**config.mk**
```make
export PLATFORM = sky130hd
export DESIGN_NAME = cfg_regs
export DESIGN_NICKNAME = d
export VERILOG_FILES = /design/src/vmem_pkg.sv /design/src/cfg_regs.sv
export SDC_FILE = /design/constraint.sdc
export NUM_CORES = 1
export LEC_CHECK = 0
export BUFFER_PORTS_ARGS = -buffer_cell sky130_fd_sc_hd__buf_2
export CAP_MARGIN = 20
export CELL_PAD_IN_SITES_DETAIL_PLACEMENT = 1
export CELL_PAD_IN_SITES_GLOBAL_PLACEMENT = 2
export CORE_ASPECT_RATIO = 0.7
export CORE_MARGIN = 2
export CORE_UTILIZATION = 31
export CTS_CLUSTER_DIAMETER = 80
export CTS_CLUSTER_SIZE = 16
export DETAILED_ROUTE_END_ITERATION = 6
export GPL_ROUTABILITY_DRIVEN = 0
export PLACE_DENSITY_LB_ADDON = 0.1
export SYNTH_ARGS = -nofsm -noshare
export SYNTH_HDL_FRONTEND = slang
export SYNTH_SLANG_ARGS = --single-unit
```
**constraint.sdc**
```tcl
create_clock -name clk -period 1.4 [get_ports clk]
set_input_delay 0.14 -clock clk [delete_from_list [all_inputs] [get_ports clk]]
set_output_delay 0.14 -clock clk [all_outputs]
set_load 0.02 [all_outputs]
```
**src/vmem_pkg.sv**
```systemverilog
`default_nettype none

package vmem_pkg;

   // address, iteration count, start, shift and incr
   localparam int addr_w = 8;

   // period, duty and delay
   localparam int period_w = 5;

   // memory word
   localparam int data_w = 32;

   // credits granted by the consumer out of reset
   localparam int credit_max = 4;
   localparam int credit_w = $clog2(credit_max + 1);

   // select for host configuration writes
   typedef enum logic [2:0] {
      fld_iterations,
      fld_period,
      fld_duty,
      fld_delay,
      fld_start,
      fld_shift,
      fld_incr,
      fld_cmd                // not stored, issues init/run pulses
   } cfg_field_t;

   // bit positions inside a command write
   localparam int cmd_init_bit = 0;
   localparam int cmd_run_bit = 1;

endpackage

`default_nettype wire
```
**src/cfg_regs.sv**
```systemverilog
`default_nettype none

module cfg_regs (
   input  wire                                clk,
   input  wire                                rst,
   input  wire                                cfg_we,
   input  vmem_pkg::cfg_field_t               cfg_sel,
   input  wire  [vmem_pkg::addr_w-1:0]        cfg_wdata,
   output logic [vmem_pkg::addr_w-1:0]        iterations,
   output logic [vmem_pkg::addr_w-1:0]        start,
   output logic [vmem_pkg::addr_w-1:0]        shift,
   output logic [vmem_pkg::addr_w-1:0]        incr,
   output logic [vmem_pkg::period_w-1:0]      period,
   output logic [vmem_pkg::period_w-1:0]      duty,
   output logic [vmem_pkg::period_w-1:0]      delay,
   output logic                               init,
   output logic                               run
);
   import vmem_pkg::*;

   logic cmd_we;

   assign cmd_we = cfg_we && (cfg_sel == fld_cmd);

   // pattern registers
   always_ff @(posedge clk) begin
      if (rst) begin
         iterations <= '0;
         start      <= '0;
         shift      <= '0;
         incr       <= '0;
         period     <= '0;
         duty       <= '0;
         delay      <= '0;
      end else if (cfg_we) begin
         case (cfg_sel)
            fld_iterations: iterations <= cfg_wdata;
            fld_period:     period     <= cfg_wdata[period_w-1:0];
            fld_duty:       duty       <= cfg_wdata[period_w-1:0];
            fld_delay:      delay      <= cfg_wdata[period_w-1:0];
            fld_start:      start      <= cfg_wdata;
            fld_shift:      shift      <= cfg_wdata;
            fld_incr:       incr       <= cfg_wdata;
            default: ;                           // fld_cmd handled below
         endcase
      end
   end

   // command pulses, high for one cycle after the write
   always_ff @(posedge clk) begin
      if (rst) begin
         init <= 1'b0;
         run  <= 1'b0;
      end else begin
         init <= cmd_we && cfg_wdata[cmd_init_bit];
         run  <= cmd_we && cfg_wdata[cmd_run_bit];
      end
   end

endmodule

`default_nettype wire

```
After elaboration in Yosys (flattened, before gate mapping)
Index checks and enable logic that the tools add are counted.
- output and inout port bits: 49
- word-level logic and storage cells: 27
- input bits: 14
- register bits after elaboration: 49
- reduce and logical (&&, ||, !) cells: 11
- eq/ne operators: 7
- operator list (kind ; count):
    2-bit AND reduction ; 7
    3-bit equality test, second input constant ; 4
    3-bit by 2-bit equality test with 1-bit output, second input constant ; 2
    3-bit by 1-bit equality test with 1-bit output, second input constant ; 1
    1-bit logical AND ; 3
    3-bit logical NOT ; 1

Depth between registers and ports, before layout
- depth in word-level cells: 3
- gate-level depth with buffers: 4
- depth with buffers taken out: 2

Least setup slack after synthesis
OpenSTA, ideal clock, no wires.
- path type: input to register
- from: input cfg_sel[0]
- to: register iterations[2] (netlist bit)
- buffers on the path: 2
- setup slack: 0.230 ns
- stages on the path: 4
- setup time: 0.125 ns
- arrival time: 1.044 ns
- required time: 1.275 ns
- cell sequence: buf_2 or4b_4 buf_6 mux2i_1
- word-level cells in the longest chain between the ends: 2
- ends and longest elaborated chain (what ; line ; source):
    start, declared ; cfg_regs.sv:7 ; input vmem_pkg::cfg_field_t cfg_sel,
    3-bit logical NOT ; cfg_regs.sv:36 ; case (cfg_sel)
    2-bit AND reduction (no source line) ; -- ;
    end signal, assigned ; cfg_regs.sv:37 ; fld_iterations: iterations <= cfg_wdata;
    end, declared ; cfg_regs.sv:9 ; output logic [vmem_pkg::addr_w-1:0] iterations,
Every way passes these cells.
A chain may end at the register's enable or synchronous reset.

Final worst setup path
- from: register iterations[2] (netlist bit)
- to: output iterations[2] (netlist bit)
No word-level cell between the ends.

==> run_results.csv <==
group,metric,value,unit
pwr,p_comb_share,9.0,%
timing,fmax,1010,MHz
worst_setup_path,crit_chain,"buf_2",
synth,synth_ff_type,"dfxtp_1",
outcome,status,"completed",
synth,syn_avg_cell_area,11.1,sq um
synth,netlist_area,0.00199,sq mm
synth,synthTopCellsByCount,"nand2b_1, dfxtp_1, mux2i_1, clkbuf_1",
pwr,p_int,2.06,mW
worst_setup_path,required,1260,ps
grt,grt_pass1_wl,8460,um
synth,ys_async_sr_fraction,0,%
route,firstDrtPassIters,4,
synth,yosysSeqAreaShare,49.3,%
synth,synthCells,179,
die,dieArea,0.00708,sq mm
timing,finalHoldViolCount,0,
grt,grtUsageTotal,15.7,%
worst_setup_path,crit_cells,1,
timing,relSlewSlack,69.5,%
synth,syn_nets,193,
timing,whs,111,ps
worst_setup_path,crit_fanout,2,
die,die_y,71.0,um
worst_setup_path,r2r_cells,2,
cts,hold_buffers,0,
worst_setup_path,r2r-end,"iterations[4]",
synth,ys_types,12,
synth,ys_warn_count,0,
grt,globalRouteOverflowTotal,0,
cts,clock_sinks,49,
route,antenna_left,0,
worst_setup_path,crit_end,"iterations[2]",
cts,clockBufferDepth,2,
cts,ctsResizeCount,0,
route,post_drt_wl_per_cell,16.5,um
cts,numCtsBuffers,5,
timing,layout_min_cycle_time,992,ps
worst_setup_path,crit_buf_inv,1,
grt,grt_pass1_vias,1580,
cells_and_area,syn_to_final_growth,23.8,%
cells_and_area,utilization,39.6,%
timing,layout_setup_ws,408,ps
cells_and_area,diodes,0,
timing,fin_setup_tns,0,ps
die,initial_core_util,32.0,%
die,ios,63,
worst_setup_path,r2r-start,"iterations[4]",
die,core_area,0.00622,sq mm
worst_setup_path,crit_path_start_kind,"flip-flop",
pwr,switching_share,24.3,%
worst_setup_path,rrSetupSlack,710,ps
timing,finalCritPeriodShare,70.9,%
placed_design,pre_cts_ws,136,ps
pwr,power_density,1100,mW/mm^2
pwr,clkPwrFrac,38.1,%
worst_setup_path,critical_path_arrival,850,ps
timing,slew_violations,0,
pwr,p_switching,0.660,mW
timing,rsz0062_at_grt,"false",
worst_setup_path,slowest_stage,"dfxtp_1",
worst_setup_path,max_stage_delay,370,ps
timing,worst_pin_slew,456,ps
synth,ys_seq_elements,49,
min_path,min_path_type,"in2reg",
grt,grt_max_degree,31,
die,die_w,99.8,um
synth,synth.most_common_cell,"nand2b_1",
route,routed_via_density,4.57,
worst_setup_path,crit_start,"iterations[2]",
cts,clkSlewWorstSetupHoldPaths,90,ps
cts,tritoncts,"yes",
cts,cts_max_level,2,
worst_setup_path,endpoint_kind,"output pin",
route,vias,1438,
synth,synth_enable_flop_cells,0,
timing,skew,0,ps
worst_setup_path,path_class,"reg2out",
cts,root_buffer,"clkbuf_8",
route,drc_errors,0,
worst_setup_path,cp_top_family,"flip-flops",
timing,setup_violations,0,
cells_and_area,drive_gt1_share,31.6,%
route,routed_wl,5190,um
route,drtIter0Drc,22,
grt,antenna_found_initial,0,
cells_and_area,layout.nets,250,
synth,yosys.area.top_type_share,49.3,%
flow_run,maxCapViolations,0,
placed_design,io_buffers,62,
placed_design,dp_hpwl,3810,um
cts,cts_setup_buffers,0,
synth,synth.area.top_cells,"dfxtp_1, mux2i_1, nand2b_1",
pwr,p_leak,1.29,nW
synth,synth_top_cell_by_area,"dfxtp_1",
die,rows,24,
pwr,p_seq_share,52.9,%
pwr,ir_drop,0.355,mV
cts,clock_latency,300,ps
registers in the layout, indices dropped and copies added, names as in the netlist:
signal / flops
shift: 8
run: 1
iterations: 8
init: 1
start: 8
duty: 5
period: 5
incr: 8
delay: 5
final cells by class:
class                      instances  area (sq um)
multi-input combinational        114           930
clock buffer                       5          68.8
sequential                        49           981
tap                               78          97.6
fill                             707          3750
clock inverter                     3          46.3
timing repair buffer              66           340
placed cells by master, fill, tap and decap left out:
master and instances:
buf_4 4, nand4b_1 3, dfxtp_1 49, mux2i_1 47
buf_2 62, clkbuf_8 5, and4b_1 2, nand2b_1 55
or4b_4 1, clkinvlp_4 1, nor3b_1 2, nand4bb_1 3
nand4_1 1, clkinv_4 1, bufinv_16 1
layer usage:
metal | global-route usage (%) | wire length [um] | vias to the layer above
met5 | 0 | 0 | -
met2 | 26.4 | 2460 | 40
li1 | - | - | 711
met1 | 20.0 | 2410 | 683
met3 | 4.05 | 253 | 4
met4 | 4.57 | 55 | 0
power groups by stage:
stage	logic [mW]	registers, mW	clock network (mW)
final	0.244	1.44	1.04
after floorplan	0.128	1.51	0
after global routing	0.264	1.44	1.14
after CTS	0.250	1.44	1.07
after detailed placement	0.248	1.47	0
after global placement	0.241	1.47	0
stage by stage:
stage | cells | instance area (sq um) | power [mW]
after CTS | 315 | 2460 | 2.76
after detailed placement | 307 | 2350 | 1.72
final | 315 | 2460 | 2.72
after floorplan | 179 | 1990 | 1.63
after global placement | 307 | 2350 | 1.71
after global routing | 315 | 2460 | 2.85
logic make-up (layout without fill, tap and decap cells):
logic type             after synthesis  in the layout  synth area share, %
and+or+nand+nor                     67             67                 23.1
buffers and inverters               16             74                 3.96
muxes                               47             47                 23.6
DFF                                 49             49                 49.3
worst min path at each step:
stage                 startpoint    to  slack (ps)  cells past startpoint
finish              cfg_wdata[0]  init         110                      2
global route        cfg_wdata[0]  init         100                      2
CTS                 cfg_wdata[0]  init         100                      2
detailed placement  cfg_wdata[0]  init         430                      2
global placement    cfg_wdata[1]   run         420                      2
floorplan           cfg_wdata[0]  init         310                      1
Power figures use the tool's default switching activity.
