<file path="src/vmem_pkg.sv">
`default_nettype none

package vmem_pkg;

   // address, iteration count, start, shift and incr
   localparam int addr_w = 8;

   // period, duty and delay
   localparam int period_w = 5;

   // memory word
   localparam int data_w = 32;

   // credits granted by the consumer out of reset
   localparam int credit_max = 4;
   localparam int credit_w = $clog2(credit_max + 1);

   // select for host configuration writes
   typedef enum logic [2:0] {
      fld_iterations,
      fld_period,
      fld_duty,
      fld_delay,
      fld_start,
      fld_shift,
      fld_incr,
      fld_cmd                // not stored, issues init/run pulses
   } cfg_field_t;

   // bit positions inside a command write
   localparam int cmd_init_bit = 0;
   localparam int cmd_run_bit = 1;

endpackage

`default_nettype wire
</file>
<file path="src/addr_gen.sv">
`default_nettype none

module addr_gen (
   input  wire                                  clk,
   input  wire                                  rst,
   input  wire                                  init,
   input  wire                                  run,
   input  wire                                  pause,
   input  wire        [vmem_pkg::addr_w-1:0]    iterations,
   input  wire        [vmem_pkg::period_w-1:0]  period,
   input  wire        [vmem_pkg::period_w-1:0]  duty,
   input  wire        [vmem_pkg::period_w-1:0]  delay,
   input  wire        [vmem_pkg::addr_w-1:0]    start,
   input  wire signed [vmem_pkg::addr_w-1:0]    shift,
   input  wire signed [vmem_pkg::addr_w-1:0]    incr,
   output logic       [vmem_pkg::addr_w-1:0]    addr,
   output logic                                 mem_en,
   output logic                                 done
);
   import vmem_pkg::*;

   typedef enum logic {s_idle, s_run} state_t;

   localparam logic signed [period_w:0] per_one = 1;

   state_t state, state_nxt;

   logic signed [period_w:0] per_cnt, per_cnt_nxt;   // negative while counting delay
   logic signed [period_w:0] period_s, duty_s, delay_s;
   logic [addr_w-1:0]        iter, iter_nxt;
   logic [addr_w-1:0]        addr_nxt;
   logic                     mem_en_nxt;
   logic                     done_nxt;
   logic                     run_pend, pend_nxt;     // run seen during a pass
   logic                     go;
   logic                     last;
   logic                     hold;

   assign period_s = {1'b0, period};
   assign duty_s   = {1'b0, duty};
   assign delay_s  = {1'b0, delay};

   assign go   = run | run_pend;
   assign last = (iter == iterations) && (per_cnt == period_s);
   assign hold = pause && (state == s_run);

   always_comb begin
      state_nxt   = state;
      done_nxt    = done;
      mem_en_nxt  = mem_en;
      per_cnt_nxt = per_cnt;
      addr_nxt    = addr;
      iter_nxt    = iter;
      pend_nxt    = run_pend;

      if (state == s_idle) begin
         done_nxt = 1'b1;
         if (init) begin
            per_cnt_nxt = per_one - delay_s;
            addr_nxt    = start;
            iter_nxt    = 1'b1;
         end
         if (run) begin
            state_nxt  = s_run;
            done_nxt   = 1'b0;
            mem_en_nxt = (delay == '0);
         end
      end else begin
         if (run)
            pend_nxt = 1'b1;

         // enable at delay end or start of a new group
         if (per_cnt == '0 || (per_cnt == period_s && iter != iterations))
            mem_en_nxt = 1'b1;
         if (per_cnt == duty_s && (period != duty || iter == iterations))
            mem_en_nxt = 1'b0;

         if (per_cnt == period_s) begin
            per_cnt_nxt = per_one;
            iter_nxt    = iter + 1'b1;
            addr_nxt    = addr + incr + shift;   // jump to next group
         end else begin
            per_cnt_nxt = per_cnt + per_one;
            if (mem_en && !(per_cnt == duty_s && period != duty))
               addr_nxt = addr + incr;
         end

         // end of pass, only when the final cycle actually advances
         if (last && !pause) begin
            if (go) begin
               addr_nxt   = start;
               iter_nxt   = 1'b1;
               mem_en_nxt = 1'b1;
               pend_nxt   = 1'b0;
            end else begin
               state_nxt  = s_idle;
               mem_en_nxt = 1'b0;
               done_nxt   = 1'b1;
            end
         end
      end
   end

   always_ff @(posedge clk) begin
      if (rst) begin
         state    <= s_idle;
         mem_en   <= 1'b0;
         done     <= 1'b1;
         addr     <= '0;
         per_cnt  <= '0;
         iter     <= '0;
         run_pend <= 1'b0;
      end else begin
         done     <= done_nxt;
         run_pend <= pend_nxt;
         if (!hold) begin
            state   <= state_nxt;
            mem_en  <= mem_en_nxt;
            addr    <= addr_nxt;
            per_cnt <= per_cnt_nxt;
            iter    <= iter_nxt;
         end
      end
   end

endmodule

`default_nettype wire

</file>
<file path="config.mk">
export PLATFORM = sky130hd
export DESIGN_NAME = addr_gen
export DESIGN_NICKNAME = d
export VERILOG_FILES = /design/src/vmem_pkg.sv /design/src/addr_gen.sv
export SDC_FILE = /design/constraint.sdc
export NUM_CORES = 1
export LEC_CHECK = 0
export BUFFER_PORTS_ARGS = -buffer_cell sky130_fd_sc_hd__buf_2
export CAP_MARGIN = 20
export CORE_UTILIZATION = 42
export DETAILED_ROUTE_END_ITERATION = 12
export GPL_TIMING_DRIVEN = 0
export PLACE_DENSITY = 0.71
export SYNTH_ARGS = -nofsm -noshare
export SYNTH_HDL_FRONTEND = slang
export SYNTH_SLANG_ARGS = --single-unit
</file>
<file path="constraint.sdc">
create_clock -name clk -period 3.3 [get_ports clk]
set_clock_uncertainty 0.1 [all_clocks]
set_input_delay 0.33 -clock clk [delete_from_list [all_inputs] [get_ports clk]]
set_output_delay 0.33 -clock clk [all_outputs]
set_load 0.05 [all_outputs]
</file>
Yosys cells after proc, flatten, opt, wreduce, memory -nomap -nowiden. Cells that the tools add are included.

Add/subtract/negate cells: 5. Equality and inequality tests: 8. Multiplexer cells: 30. Bitwise logic cells: 2. Reductions and logical operators: 18.

Operators by type and width (count): 8-bit 2-to-1 mux (11); 6-bit 2-to-1 mux (3); 8-bit adder (2); 1-bit 2-to-1 mux (16); 6-bit == test (2); 8-bit by 1-bit adder with 8-bit output, second input constant (1); 8-bit == test (1); 8-bit != test (1); 1-bit logical AND (7); 6-bit by 2-bit adder with 6-bit output, second input constant (1); 6-bit logical NOT (1); 1-bit by 5-bit subtractor with 6-bit output, first input constant (1); 5-bit logical NOT (1); 5-bit != test (1); 4-bit by 1-bit != test with 1-bit output, second input constant (1); 2-bit AND reduction (2); 2-bit nonzero test (2); 3-bit AND reduction (1); 1-bit logical NOT (2); 1-bit logical OR (2); 2-bit by 1-bit != test with 1-bit output, second input constant (1); 2-bit != test, second input constant (1); 1-bit inverter (1); 1-bit OR (1).

Register bits after elaboration: 26. Input bits: 52. Output and inout port bits: 10. Logic and storage cells: 70.

Longest topological paths before layout.
Depth after elaboration: 9. Gate-level depth with buffers: 13. Gate-level depth less buffers: 13.

Least setup slack after synthesis. Ideal clock, no wire load.

Kind: reg-to-reg. Start point: register addr[0] (netlist name). End point: register addr[7] (netlist name). Library setup time: 0.070 ns. Arrival: 3.235 ns. Data required time: 3.130 ns. Path slack: -0.106 ns. Cell stages (with the launch flop): 13. Buffers on the path: 0. Period minus slack after synthesis: 3.406 ns. Cells stage by stage: dfxtp_1 > ha_1 > fa_1 > a21o_1 > a221o_1 > a21oi_1 > xnor2_1 > ha_1 > or4_1 > o22ai_1 > xnor3_1 > or2_1 > a21oi_1.

Longest elaborated chain between the ends: 6. Elaborated cells on any way between the ends: 7. Classes of those cells: add/sub (2); mux (5).

Ends and longest elaborated chain: start: declaration (line addr_gen.sv:16) `output logic [vmem_pkg::addr_w-1:0] addr,`; start signal: assignment (line addr_gen.sv:119) `addr <= addr_nxt;`; 8-bit adder * (line addr_gen.sv:81, addr_gen.sv:85); 8-bit adder or 8-bit 2-to-1 mux (tied branches) (line addr_gen.sv:81, addr_gen.sv:84); 8-bit 2-to-1 mux * (line addr_gen.sv:78) `if (per_cnt == period_s) begin`; 8-bit 2-to-1 mux (line addr_gen.sv:90) `if (go) begin`; 8-bit 2-to-1 mux * (line addr_gen.sv:89) `if (last && !pause) begin`; 8-bit 2-to-1 mux * (line addr_gen.sv:56) `if (state == s_idle) begin`.

Every way passes the cells marked *; elsewhere a longest branch is shown, timed or not. A chain may end at the register's enable or synchronous reset.

Final worst setup path.
Start point: register addr[0] (netlist name). End point: register addr[6] (netlist name).

The elaborated chain is that of the path after synthesis.

==> flow_metrics.env <==
export IMPL_crit_required_ns=3.37
export IMPL_r2r_start="addr[0]"
export IMPL_wl_met2_mm=2.734
export IMPL_route_met3_wl_um=340
export IMPL_ir_drop_mv=0.1867
export IMPL_insertion_delay_ns=0.27
export IMPL_max_cap_violations=0
export IMPL_core_sq_um=5574
export IMPL_portBuffers=61
export IMPL_synth_flop_cell="dfxtp_1"
export IMPL_grt_max_degree=15
export IMPL_drt_initial_drc_count=177
export IMPL_synth_edf_count=0
export IMPL_dieArea_sq_um=6194
export IMPL_final_max_slew_violation_count=0
export IMPL_finish_utilization_pct=53.24
export IMPL_grt_util_all_layers_pct=19.60
export IMPL_clock_sinks=26
export IMPL_finalSetupViolCount=0
export IMPL_antenna_found_initial=0
export IMPL_status="complete, no violations"
export IMPL_p_seq_share_pct=33.0
export IMPL_synth_cell_types=60
export IMPL_ys_seq_area_share_pct=21.06
export IMPL_cts_buffers=3
export IMPL_endpoint_kind="flop"
export IMPL_synthToLayoutAreaGrowth_pct=20.10
export IMPL_final_hold_viol_count=0
export IMPL_gp_congestion=0.8601
export IMPL_p_leak_nw=1.369
export IMPL_avgRoutedWirePerCell_um=13.95
export IMPL_antennaDiodeCount=0
export IMPL_hold_start="start[1]"
export IMPL_drtAntennaViolNets=0
export IMPL_boundaryPins=62
export IMPL_top_layer="met4"
export IMPL_wl_mm=5.929
export IMPL_vias=2324
export IMPL_worstPathMaxFanout=5
export IMPL_dr_pass1_iters=4
export IMPL_synth_top_area_share_pct=21.06
export IMPL_hpwlAfterDp_mm=4.815
export IMPL_yosys_top_cells_area="dfxtp_1 21%, ha_1 9.6%, xor2_1 8.2%, a21oi_1 5.5%, nor2_1 4.7%"
export IMPL_critical_path_arrival_ns=3.25
export IMPL_layout_min_cycle_time_ns=3.176
export IMPL_ys_ff_latch=26
export IMPL_avgSynthCellArea_sq_um=8.610
export IMPL_tightest_slew_ns=0.5355
export IMPL_grt_pass1_wl_mm=9.839
export IMPL_power_per_cell_area_nw_per_um2=368.9
export IMPL_num_nets_final=427
export IMPL_placementRows=27
export IMPL_worst_hold_path_type="input port to flop"
export IMPL_ctsHoldBuffers=0
export IMPL_worst_r2r_path_depth=13
export IMPL_crit_type="flop to flop"
export IMPL_async_flop_share_pct=0
export IMPL_yosys_area_top_type="dfxtp_1"
export IMPL_netlist_area_sq_um=2471
export IMPL_clk_pin_slew_ns=0.09
export IMPL_cts_max_path_buffers=2
export IMPL_cts_tree="done"
export IMPL_regToRegEndpoint="addr[6]"
export IMPL_worst_slew_margin_rel_pct=64.30
export IMPL_met1_length_mm=2.838
export IMPL_hold_depth=2
export IMPL_yosys_warnings=0
export IMPL_p_clk_share_pct=18.8
export IMPL_comb_power_share_pct=48.3
export IMPL_finalCritPeriodShare_pct=96.23
export IMPL_reg2reg_slack_ns=0.12
export IMPL_htreeDepth=1
export IMPL_grt_ovfl_total=0
export IMPL_synth_most_common_cell="nor2_1"
export IMPL_swShare_pct=37.83
export IMPL_rsz0062_at_grt="no"
export IMPL_power_switching_uw=414.2
export IMPL_internal_power_uw=680.6
export IMPL_die_y_um=78.71
export IMPL_drive_gt1_share_pct=27.48
export IMPL_synth_nets=360
export IMPL_synthCells=287
export IMPL_drc=0
export IMPL_grt_pass1_vias=2182
export IMPL_yosys_top_cells_count="31 x nor2_1, 27 x a21oi_1, 26 x dfxtp_1"
export IMPL_whs_endpoint="addr[1]"
export IMPL_vias_per_cell=5.468
export IMPL_die_w_um=78.71
export IMPL_initial_core_util_pct=44.33
export IMPL_hold_ws_ns=0.1827
export IMPL_start_kind="flop"
export IMPL_maxClockFrequency_mhz=314.9
export IMPL_power_mw=1.095
export IMPL_cts_root_buffer="clkbuf_8"
-- how the worst max path moves through the flow --
| stage | start | to | slack (ns) |
|---|---|---|---|
| 6_report | addr[0] | addr[6] | 0.12 |
| 2_1_floorplan | addr[0] | addr[7] | 0.03 |
| 4_1_cts | addr[0] | addr[7] | 0.006 |
| 5_1_grt | addr[0] | addr[6] | 0.03 |
| 3_3_place_gp | incr[0] | addr[7] | -0.19 |
| 3_5_place_dp | incr[0] | addr[7] | -0.21 |
-- per-layer routing --
| layer | vias to the layer above | global-route usage [%] |
|---|---|---|
| met2 | 70 | 31.74 |
| met3 | 2 | 3.103 |
| met1 | 1057 | 28.13 |
| li1 | 1195 | - |
| met5 | - | 0 |
| met4 | 0 | 1.852 |
-- sequential cells by signal (all words and copies together) (netlist names) --
register / cells
state: 1
per_cnt: 6
addr: 8
done: 1
mem_en: 1
run_pend: 1
iter: 8
-- critical path: stages (launching register included) --
cell and delay (ns):
dfxtp_4 0.37, ha_4 0.17, fa_2 0.38, a21o_1 0.17, a21oi_1 0.18, xnor2_1 0.18, ha_1 0.32, and2_1 0.18
a311o_1 0.32, a21oi_1 0.18, xnor2_1 0.08, a21oi_1 0.14, a21oi_1 0.06, a31o_1 0.23
-- logic make-up after synthesis --
kind of cell / count (synthesis) / share of synthesized area, %
compound gates: 86 / 24.81
simple gates: 83 / 17.72
xor+xnor: 40 / 15.65
flops: 26 / 21.06
buf+inv: 22 / 5.822
fa+ha+maj: 21 / 11.24
mux: 9 / 3.696
-- placed cells by master (no fill, tap or decap), drive strengths merged, types with 3 or more instances in the layout --
cell / netlist / layout
buf: 9 / 71
nor3: 8 / 8
a21oi: 27 / 27
a311oi: 3 / 3
inv: 9 / 9
a211oi: 12 / 12
nand4: 5 / 5
or3: 5 / 5
nor4: 5 / 5
dfxtp: 26 / 26
a21o: 6 / 6
nand2: 14 / 14
and2: 4 / 4
nor2: 31 / 31
mux2i: 8 / 8
clkbuf: 4 / 8
and3: 4 / 4
xnor2: 16 / 16
a211o: 3 / 3
o21ai: 13 / 13
xor2: 23 / 23
a221o: 3 / 3
ha: 19 / 19
-- metrics by stage --
| step | instances | TNS (ns) | setup slack [ns] | cell area [sq um] |
|---|---|---|---|---|
| 2_1_floorplan | 287 | 0 | 0.02730 | 2472 |
| 3_3_place_gp | 420 | -0.1952 | -0.1861 | 2868 |
| 3_5_place_dp | 420 | -0.2655 | -0.2055 | 2868 |
| 4_1_cts | 424 | 0 | 0.005934 | 2935 |
| 5_1_grt | 425 | 0 | 0.02711 | 2968 |
| 6_report | 425 | 0 | 0.1244 | 2968 |
-- layout make-up --
cell class                 instances  area, sq um
fill                             551         2606
multi-input combinational        239         1842
sequential                        26        524.3
timing repair buffer              62        312.8
buffer                            13        110.1
tap                               72        90.09
clock buffer                       4        55.05
inverter                           9        33.78
-- timing repair --
item | CTS | global route
setup buffers | 0 | 1
pin swaps | 0 | 5
gates cloned | 0 | 0
gates resized for setup | 3 | 5
setup endpoints to repair | 1 | 2
-- power groups by stage --
stage | clock network, mW | registers [mW] | logic [mW]
after floorplan | 0 | 0.405 | 0.351
final | 0.206 | 0.361 | 0.528
after global placement | 0 | 0.367 | 0.505
after CTS | 0.209 | 0.361 | 0.524
after detailed placement | 0 | 0.368 | 0.514
after global routing | 0.227 | 0.365 | 0.578
Power figures use the tool's default switching activity.
