<file path="src/vmem_pkg.sv">
`default_nettype none

package vmem_pkg;

   // address, iteration count, start, shift and incr
   localparam int addr_w = 8;

   // period, duty and delay
   localparam int period_w = 5;

   // memory word
   localparam int data_w = 32;

   // credits granted by the consumer out of reset
   localparam int credit_max = 4;
   localparam int credit_w = $clog2(credit_max + 1);

   // select for host configuration writes
   typedef enum logic [2:0] {
      fld_iterations,
      fld_period,
      fld_duty,
      fld_delay,
      fld_start,
      fld_shift,
      fld_incr,
      fld_cmd                // not stored, issues init/run pulses
   } cfg_field_t;

   // bit positions inside a command write
   localparam int cmd_init_bit = 0;
   localparam int cmd_run_bit = 1;

endpackage

`default_nettype wire
</file>
<file path="src/credit_ctrl.sv">
`default_nettype none

module credit_ctrl (
   input  wire   clk,
   input  wire   rst,
   input  wire   mem_en,
   input  wire   credit_ret,
   output logic  pause,
   output logic  re,
   output logic  out_valid
);
   import vmem_pkg::*;

   logic [credit_w-1:0] credit_cnt;

   // stall the generator once every credit is spent
   assign pause = (credit_cnt == '0);
   assign re    = mem_en && !pause;

   always_ff @(posedge clk) begin
      if (rst) begin
         credit_cnt <= credit_w'(credit_max);
      end else begin
         case ({credit_ret, re})
            2'b10:   credit_cnt <= credit_cnt + 1'b1;
            2'b01:   credit_cnt <= credit_cnt - 1'b1;
            default: credit_cnt <= credit_cnt;   // none, or return and issue together
         endcase
      end
   end

   // data comes back one cycle after the issue
   always_ff @(posedge clk) begin
      if (rst)
         out_valid <= 1'b0;
      else
         out_valid <= re;
   end

endmodule

`default_nettype wire

</file>
<file path="config.mk">
export PLATFORM = sky130hd
export DESIGN_NAME = credit_ctrl
export DESIGN_NICKNAME = d
export VERILOG_FILES = /design/src/vmem_pkg.sv /design/src/credit_ctrl.sv
export SDC_FILE = /design/constraint.sdc
export NUM_CORES = 1
export LEC_CHECK = 0
export ABC_CLOCK_PERIOD_IN_PS = 2100
export CAP_MARGIN = 10
export CORE_AREA = 2 2 39 41
export CTS_CLUSTER_SIZE = 14
export DETAILED_ROUTE_END_ITERATION = 16
export DIE_AREA = 0 0 41 43
export DONT_BUFFER_PORTS = 1
export PLACE_DENSITY = 0.34
export REMOVE_ABC_BUFFERS = 1
export SLEW_MARGIN = 30
export SYNTH_ARGS = -nofsm -noshare
export SYNTH_HDL_FRONTEND = slang
export SYNTH_SLANG_ARGS = --single-unit
</file>
<file path="constraint.sdc">
create_clock -name clk -period 2.1 [get_ports clk]
set_input_delay 0.21 -clock clk [delete_from_list [all_inputs] [get_ports clk]]
set_output_delay 0.21 -clock clk [all_outputs]
set_load 0.03 [all_outputs]
</file>
### After elaboration in Yosys (flattened, before gate mapping)

Cells that the tools add are included.

| operators by class | value |
|---|---|
| eq/ne operators | 2 |
| reductions and logical operators | 4 |
| $add $sub $neg | 2 |
| mux-type cells | 1 |

Operators with widths:

| kind | number |
|---|---|
| one-hot mux 3 bit (2 select lines) | 1 |
| adder 3 x 1 -> 3 bit, second input constant | 1 |
| zero test 3 bit | 1 |
| subtractor 3 x 1 -> 3 bit, second input constant | 1 |
| equality test 2 x 1 -> 1 bit, second input constant | 1 |
| equality test 2 bit, second input constant | 1 |
| nonzero test 2 bit | 1 |
| logical AND 1 bit | 1 |
| zero test 1 bit | 1 |

| storage, ports and cells | value |
|---|---|
| logic and storage cells | 11 |
| bits of input ports | 4 |
| register bits | 4 |
| output and inout port bits | 3 |

### Logic depth before layout (Yosys ltp)

Gate-level depths: netlist (run 1).

| logic depth | value |
|---|---|
| depth in word-level cells | 5 |
| mapped depth | 8 |
| gate-level depth less buffers | 8 |

### Least setup slack after synthesis (run 1)

Ideal clock, no wire load.

| timing path | value |
|---|---|
| kind | reg-to-reg |
| from | reg credit_cnt[2] |
| to | reg credit_cnt[2] |
| path buffers | 0 |
| period minus slack after synthesis | 2658 ps |
| data arrival time | 2531 ps |
| slack | -558 ps |
| setup time | 127 ps |
| cell stages (with the launch flop) | 9 |
| data required time | 1973 ps |
| cells stage by stage | dfxtp_1 > nor3_1 > nor2b_1 > ha_1 > inv_1 > fa_1 > xor2_1 > nor3_1 > or3b_1 |

| between the ends | value |
|---|---|
| cells in the longest elaborated chain, start to end | 5 |
| elaborated cells between the ends (all ways) | 9 |

Ends and longest elaborated chain:

| item | line | source |
|---|---|---|
| from (decl) | credit_ctrl.sv:14 | `logic [credit_w-1:0] credit_cnt;` |
| from (signal assigned) | credit_ctrl.sv:22 | `credit_cnt <= credit_w'(credit_max);` |
| from (signal assigned) | credit_ctrl.sv:25 | `2'b10: credit_cnt <= credit_cnt + 1'b1;` |
| from (signal assigned) | credit_ctrl.sv:26 | `2'b01: credit_cnt <= credit_cnt - 1'b1;` |
| zero test 3 bit (*) | credit_ctrl.sv:17 | `assign pause = (credit_cnt == '0);` |
| named net pause | credit_ctrl.sv:8 | `output logic pause,` |
| zero test 1 bit (*) | credit_ctrl.sv:18 | `assign re = mem_en && !pause;` |
| logical AND 1 bit (*) | credit_ctrl.sv:18 |  |
| named net re | credit_ctrl.sv:9 | `output logic re,` |
| equality test 2 x 1 -> 1 bit or equality test 2 bit (tied branches) | credit_ctrl.sv:24 | `case ({credit_ret, re})` |
| one-hot mux 3 bit (2 select lines) or nonzero test 2 bit (tied branches) | -- |  |

Mark *: on every way through the listed nets, which the timed path passes. The rest lies on a longest branch.
A chain may end at the register's enable or synchronous reset.

### Worst setup path after layout (run 1)

| timing path | value |
|---|---|
| from | reg credit_cnt[0] |
| to | reg credit_cnt[2] |

| between the ends | value |
|---|---|
| cells in the longest elaborated chain, start to end | 5 |
| elaborated cells between the ends (all ways) | 9 |

Ends and longest elaborated chain:

| item | line |
|---|---|
| zero test 3 bit | credit_ctrl.sv:17 |
| zero test 1 bit | credit_ctrl.sv:18 |
| logical AND 1 bit | credit_ctrl.sv:18 |
| equality test 2 x 1 -> 1 bit or equality test 2 bit (tied branches) | credit_ctrl.sv:24 |
| one-hot mux 3 bit (2 select lines) or nonzero test 2 bit (tied branches) | -- |

Several ways; a longest one is shown, not always the timed one.

==> results of run 1 <==
repair_timing:
action,4_1_cts,5_1_grt
endpoints found under the setup margin,0,1
buffers inserted,0,1
gates resized for setup,0,1
kinds of logic (layout without fill, tap and decap cells):
family,after synthesis,count (layout)
adders and majority gates,2,2
DFF,4,4
AOI/OAI and AO/OA,2,2
xor gates and xnor gates,2,2
buffers and inverters,4,10
and+or+nand+nor,8,8
stage by stage:
stage | setup TNS [ns] | cell area [µm²] | hold WS [ns]
final | 0 | 265.3 | 0.04567
after global routing | -0.0008387 | 265.3 | 0.03879
after CTS | 0 | 255.2 | 0.03419
after detailed placement | 0 | 232.7 | 0.2836
after global placement | 0 | 232.7 | 0.2852
after floorplan | -1.017 | 197.7 | 0.2816
flip-flops by register name, indices dropped and copies added (netlist names):
register,count
credit_cnt,3
out_valid,1
worst min-delay path by stage:
stage	from	end	slack, ns	cells past startpoint
finish	rst	out_valid$_SDFF_PP0_	0.05	1
global route	rst	out_valid$_SDFF_PP0_	0.04	1
CTS	rst	out_valid$_SDFF_PP0_	0.03	1
detailed placement	rst	out_valid$_SDFF_PP0_	0.28	1
global placement	rst	credit_cnt[0]$_SDFFE_PP0P_	0.29	1
floorplan	rst	out_valid$_SDFF_PP0_	0.28	1
area by class of cell:
class | instances | area (µm²)
fillers | 152 | 1119
multi-input cells | 14 | 105.1
well taps | 16 | 20.02
inverters | 4 | 15.01
flip-flops and latches | 4 | 80.08
repair buffers | 3 | 22.52
clock buffers | 3 | 22.52
layer usage:
metal	global-route usage [%]	up-vias
met1	6.129	58
met3	1.571	2
met2	5.625	6
met5	0	-
met4	12.00	0
li1	-	81
cells in the final DEF, fill, tap and decap left out:
master    synthesis  final
nor2b_1           2      2
clkbuf_4          0      3
nor3_1            2      2
or3b_1            1      1
inv_1             4      4
dfxtp_1           4      4
fa_1              1      1
o21ai_1           1      1
nor2_1            3      3
xor2_1            2      2
a21oi_1           1      1
buf_4             0      3
ha_2              0      1
report_power, final:
part	switching (mW)	total, mW	leakage [nW]	internal, mW
Sequential	0.0143	0.105	0.0331	0.0903
Combinational	0.0427	0.0778	0.0642	0.0351
Clock	0.0285	0.0922	0.0138	0.0637
Total	0.0855	0.275	0.111	0.189
worst max-delay path, cell delays in order (launching register included):
cell	delay, ns
dfxtp_1	0.36
nor3_1	0.09
nor2b_1	0.17
ha_2	0.22
inv_1	0.05
fa_1	0.36
xor2_1	0.17
o21ai_1	0.10
or3b_1	0.34
==> qor.yml, run 1 <==
status: "finished clean"
detail_route.wirelength_um: 376
crit_path_start: "credit_cnt[0]$_SDFFE_PP0P_"
period_minus_ws_final_ns: 1.983
clock_path_buffers: 2
ys_ff_latch: 4
cts_tree: "built"
routedWlPerCell_um: 8.545
synth_area_um2: 197.7
final-hold-violation-count: 0
dr_total_vias: 147
total_global_routing_track_utilization_pct: 5.829
worst_r2r_endpoint: "credit_cnt[2]$_SDFFE_PP1P_"
final-instance-count-excl-fill: 44
drt-pass1-iter-count: 2
synth_xor_xnor_area_share_pct: 8.861
chipHeight_um: 43
met3_routed_wl_um: 41
setup_ws_ns: 0.1166
grt_pass1_wl_um: 586
maximum_level_of_the_cts_h_tree: 1
synth.top_cells.by_area: "dfxtp_1 (41%), fa_1 (10%), xor2_1 (8.9%)"
max-slew-margin-rel_pct: 80.32
power-per-cell-area_nw_per_um2: 1035
max_cap_viol_count: 0
number_of_nets_still_failing_antenna_checks_after_routing: 0
cts_root_buf: "clkbuf_4"
worst_ir_drop_vdd_uv: 238.8
ys_warnings: 0
synth_enable_flop_cells: 0
dominantRegCellSynth: "dfxtp_1"
number_of_buffers_created_by_cts: 3
detail_route.wirelength.met1_um: 167
synth_area_leader_cell: "dfxtp_1"
antenna_found_initial: 0
p_leak_nw: 0.1112
timing.critical_path.arrival_ns: 2.09
clk-insertion-delay-late_ns: 0.23
average_instance_area_after_synthesis_um2: 8.986
synth_top_family_by_area: "simple AND/OR/NAND/NOR gates"
yosys-top-cells-count: "dfxtp_1 (4), inv_1 (4), nor2_1 (3)"
crit_fanout: 3
post_synthesis_compound_gate_area_fraction_pct: 5.063
drive_gt1_share_pct: 25.00
remaining_drc_errors: 0
floorplan.initialDensity_pct: 14.29
timing.final.setup_violations: 0
first_global_vias: 151
tightestPinTransition_ns: 0.2948
post_synth_inst_count: 22
netlist-cell-type-count: 11
io-pin-count: 7
yosys.area_share.simple_pct: 21.52
dpl_wire_length_um: 295.2
clk_pin_slew_ns: 0.04
worstSetupEndpoint: "credit_cnt[2]$_SDFFE_PP1P_"
post_synthesis_adder_cell_area_fraction_pct: 16.46
cp_data_required_time_ns: 2.21
type_of_the_setup_path_with_the_least_slack: "flop to flop"
reg2reg_slack_ns: 0.12
num_antenna_cells: 0
place_ws_ns: 0.1137
dpl.cell_count: 40
final_util_pct: 19.17
vias_per_cell: 3.341
fp.coreArea_um2: 1384
critical_path.endpoint_type: "flop"
grt_max_degree: 6
finalWeightedCongestion: 0.7037
portBuffers: 0
post_cts_hold_buffer_count: 0
fp.dieArea_um2: 1763
die_w_um: 41
worst_r2r_startpoint: "credit_cnt[0]$_SDFFE_PP0P_"
yosysSeqAreaShare_pct: 40.51
fin_worst_skew_ns: 0.001376
fmaxAchievable_ghz: 0.5042
synthArstFlopShare_pct: 0
drv_slew: 0
layout.nets: 36
worst_setup_path_start_kind: "flop"
layout-area-overhead-vs-synth_pct: 34.18
rr_worst_depth: 8
wl_met2_um: 153
min-delay-path-class: "input pin to flop"
num_rows: 14
min_period_over_period_pct: 94.45
clock_sink_count: 4
totalPowerFinal_mw: 0.2746
globalRouteOverflowTotal: 0
yosys-mux-area-fraction_pct: 0
synth_top_area_share_pct: 40.51
drt_first_iter_violations: 1
routed.top_layer: "met4"
No activity file was read; power rests on OpenSTA's default activity.
==> inputs of run 2 (changes only) <==
--- a/config.mk
+++ b/config.mk
@@ -12,7 +12,7 @@
 export DETAILED_ROUTE_END_ITERATION = 16
 export DIE_AREA = 0 0 41 43
 export DONT_BUFFER_PORTS = 1
-export PLACE_DENSITY = 0.34
+export PLACE_DENSITY = 0.35
 export REMOVE_ABC_BUFFERS = 1
 export SLEW_MARGIN = 30
 export SYNTH_ARGS = -nofsm -noshare
==> run 2 against run 1 <==
- clock power up 2%
- routed wire length up 3.5%
- sequential power about the same
- critical path depth unchanged
- clock skew up 0.0027 ns
- sequential share of layout area up 0.65 points
- first-iteration DRC count up 100%
- die area unchanged
- final cell count unchanged
- final area up 0.94%
- highest routed layer is now met3
==> qor.yml, run 2 (same netlist as run 1, synthesis figures left out) <==
status: "finished clean"
cp_data_required_time_ns: 2.21  # about the same
wl_met2_um: 137  # -10%
p_leak_nw: 0.1113  # +0.17%
worst_setup_path_start_kind: "flop"
post_cts_hold_buffer_count: 0  # unchanged
place_ws_ns: 0.08587  # -0.02787 ns
final_common_cell: "inv_1"
drt-pass1-iter-count: 2  # unchanged
critical_path.endpoint_type: "flop"
largest_registers: "credit_cnt x3, out_valid x1"
die_w_um: 41  # unchanged
final-instance-count-excl-fill: 44  # unchanged
finalHoldWorstSlack_ns: 0.03645  # -0.009228 ns
rsz0062_at_grt: "no"
timing.critical_path.arrival_ns: 2.11  # +0.02 ns
worst_ir_drop_vdd_uv: 214.6  # -10%
vias_per_cell: 3.386  # +1.4%
reg2reg_slack_ns: 0.1  # -0.02 ns
registers.top_by_ff_count: "credit_cnt"
clock_path_buffers: 2  # unchanged
timing.final.setup_violations: 0  # unchanged
number_of_nets_still_failing_antenna_checks_after_routing: 0  # unchanged
io-pin-count: 7  # unchanged
cts_tree: "built"
stdcell_area_um2: 267.8  # +0.94%
final-hold-violation-count: 0  # unchanged
period_minus_ws_final_ns: 2.004  # +0.02068 ns
fp.coreArea_um2: 1384  # unchanged
dpl.cell_count: 40  # unchanged
max_cap_viol_count: 0  # unchanged
routed.top_layer: "met3"
fmaxAchievable_ghz: 0.4990  # -1.0%
setup_ws_ns: 0.09588  # -0.02068 ns
floorplan.initialDensity_pct: 14.29  # unchanged
maximum_level_of_the_cts_h_tree: 1  # unchanged
placement.cell_area_um2: 232.7  # unchanged
layout-area-overhead-vs-synth_pct: 35.44
clk-insertion-delay-late_ns: 0.23  # about the same
min-delay-path-class: "input pin to flop"
layout.nets: 36  # unchanged
chipHeight_um: 43  # unchanged
dr_total_vias: 149  # +1.4%
layout.cells.most_common_list: "inv_1 (4), nor2_1 (3), clkbuf_4 (3), buf_4 (3)"
tightestPinTransition_ns: 0.2917  # -0.003150 ns
total_global_routing_track_utilization_pct: 4.505  # -1.3 points
grt_pass1_wl_um: 545  # -7.0%
fin_worst_skew_ns: 0.004086  # +0.002710 ns
setup_total_negative_slack_ns: 0  # unchanged
totalPowerFinal_mw: 0.2779  # +1.2%
num_rows: 14  # unchanged
routedWlPerCell_um: 8.841  # +3.5%
portBuffers: 0  # unchanged
globalRouteOverflowTotal: 0  # unchanged
finalWeightedCongestion: 0.5809  # -17%
drt_first_iter_violations: 2  # +1
type_of_the_setup_path_with_the_least_slack: "flop to flop"
power-per-cell-area_nw_per_um2: 1038  # +0.24%
first_global_vias: 140  # -7.3%
fp.dieArea_um2: 1763  # unchanged
detail_route.wirelength.met1_um: 214  # +28%
number_of_buffers_created_by_cts: 3  # unchanged
crit_fanout: 3  # unchanged
num_antenna_cells: 0  # unchanged
grt_max_degree: 6  # unchanged
detail_route.wirelength_um: 389  # +3.5%
dpl_wire_length_um: 299.8  # +1.6%
drive_gt1_share_pct: 32.14  # +7.1 points
fillCellCount: 152  # unchanged
remaining_drc_errors: 0  # unchanged
drv_slew: 0  # unchanged
final_util_pct: 19.35  # +0.18 points
max-slew-margin-rel_pct: 80.53  # +0.21 points
antenna_found_initial: 0  # unchanged
largest_register_ff_count: 3  # unchanged
cts_root_buf: "clkbuf_4"
met3_routed_wl_um: 37  # -9.8%
clk_pin_slew_ns: 0.04  # about the same
min_period_over_period_pct: 95.43  # +0.98 points
clock_sink_count: 4  # unchanged
run 2: cell types whose count changed in the layout (fill, tap and decap cells not counted):
cell	change
dfxtp_1	-2
dfxtp_2	+2
run 2: per-layer routing:
layer | up-vias | GRT usage (%)
met4 | 0 | 4.000
met2 | 6 | 5.000
met1 | 62 | 6.688
met3 | 0 | 1.047
li1 | 81 | -
met5 | - | 0
run 2: cell type report:
cell class,instances,area [µm²],share of cell area [%]
clock buffer,3,22.52,8.411
inverter,4,15.01,5.607
multi-input combinational,14,105.1,39.25
sequential,4,82.58,30.84
tap,16,20.02,7.477
timing repair buffer,3,22.52,8.411
run 2: repair_timing:
| item | CTS | global route |
|---|---|---|
| hold endpoints to repair | 0 | 0 |
| resized for setup | 0 | 3 |
| endpoints found under the setup margin | 0 | 1 |
| buffers inserted | 0 | 1 |
run 2: critical path, cell delays in order, from the launching register on:
cell and delay [ns]:
dfxtp_1 0.35, nor3_1 0.07, nor2b_1 0.22, ha_2 0.22
inv_1 0.05, fa_1 0.37, xor2_1 0.16, o21ai_1 0.10
or3b_1 0.34
run 2: worst paths after layout:
path | startpoint | end | cells after the start
setup / recovery | credit_cnt[1]$_SDFFE_PP0P_ | credit_cnt[2]$_SDFFE_PP1P_ | 8
hold / removal | rst | credit_cnt[0]$_SDFFE_PP0P_ | 1
setup reg to reg | credit_cnt[1]$_SDFFE_PP0P_ | credit_cnt[2]$_SDFFE_PP1P_ | 8
hold reg to reg | credit_cnt[0]$_SDFFE_PP0P_ | credit_cnt[0]$_SDFFE_PP0P_ | 2
run 2: power by group:
group          internal [mW]  switching, mW
clock network         0.0638         0.0299
logic                 0.0345         0.0434
registers             0.0919         0.0143
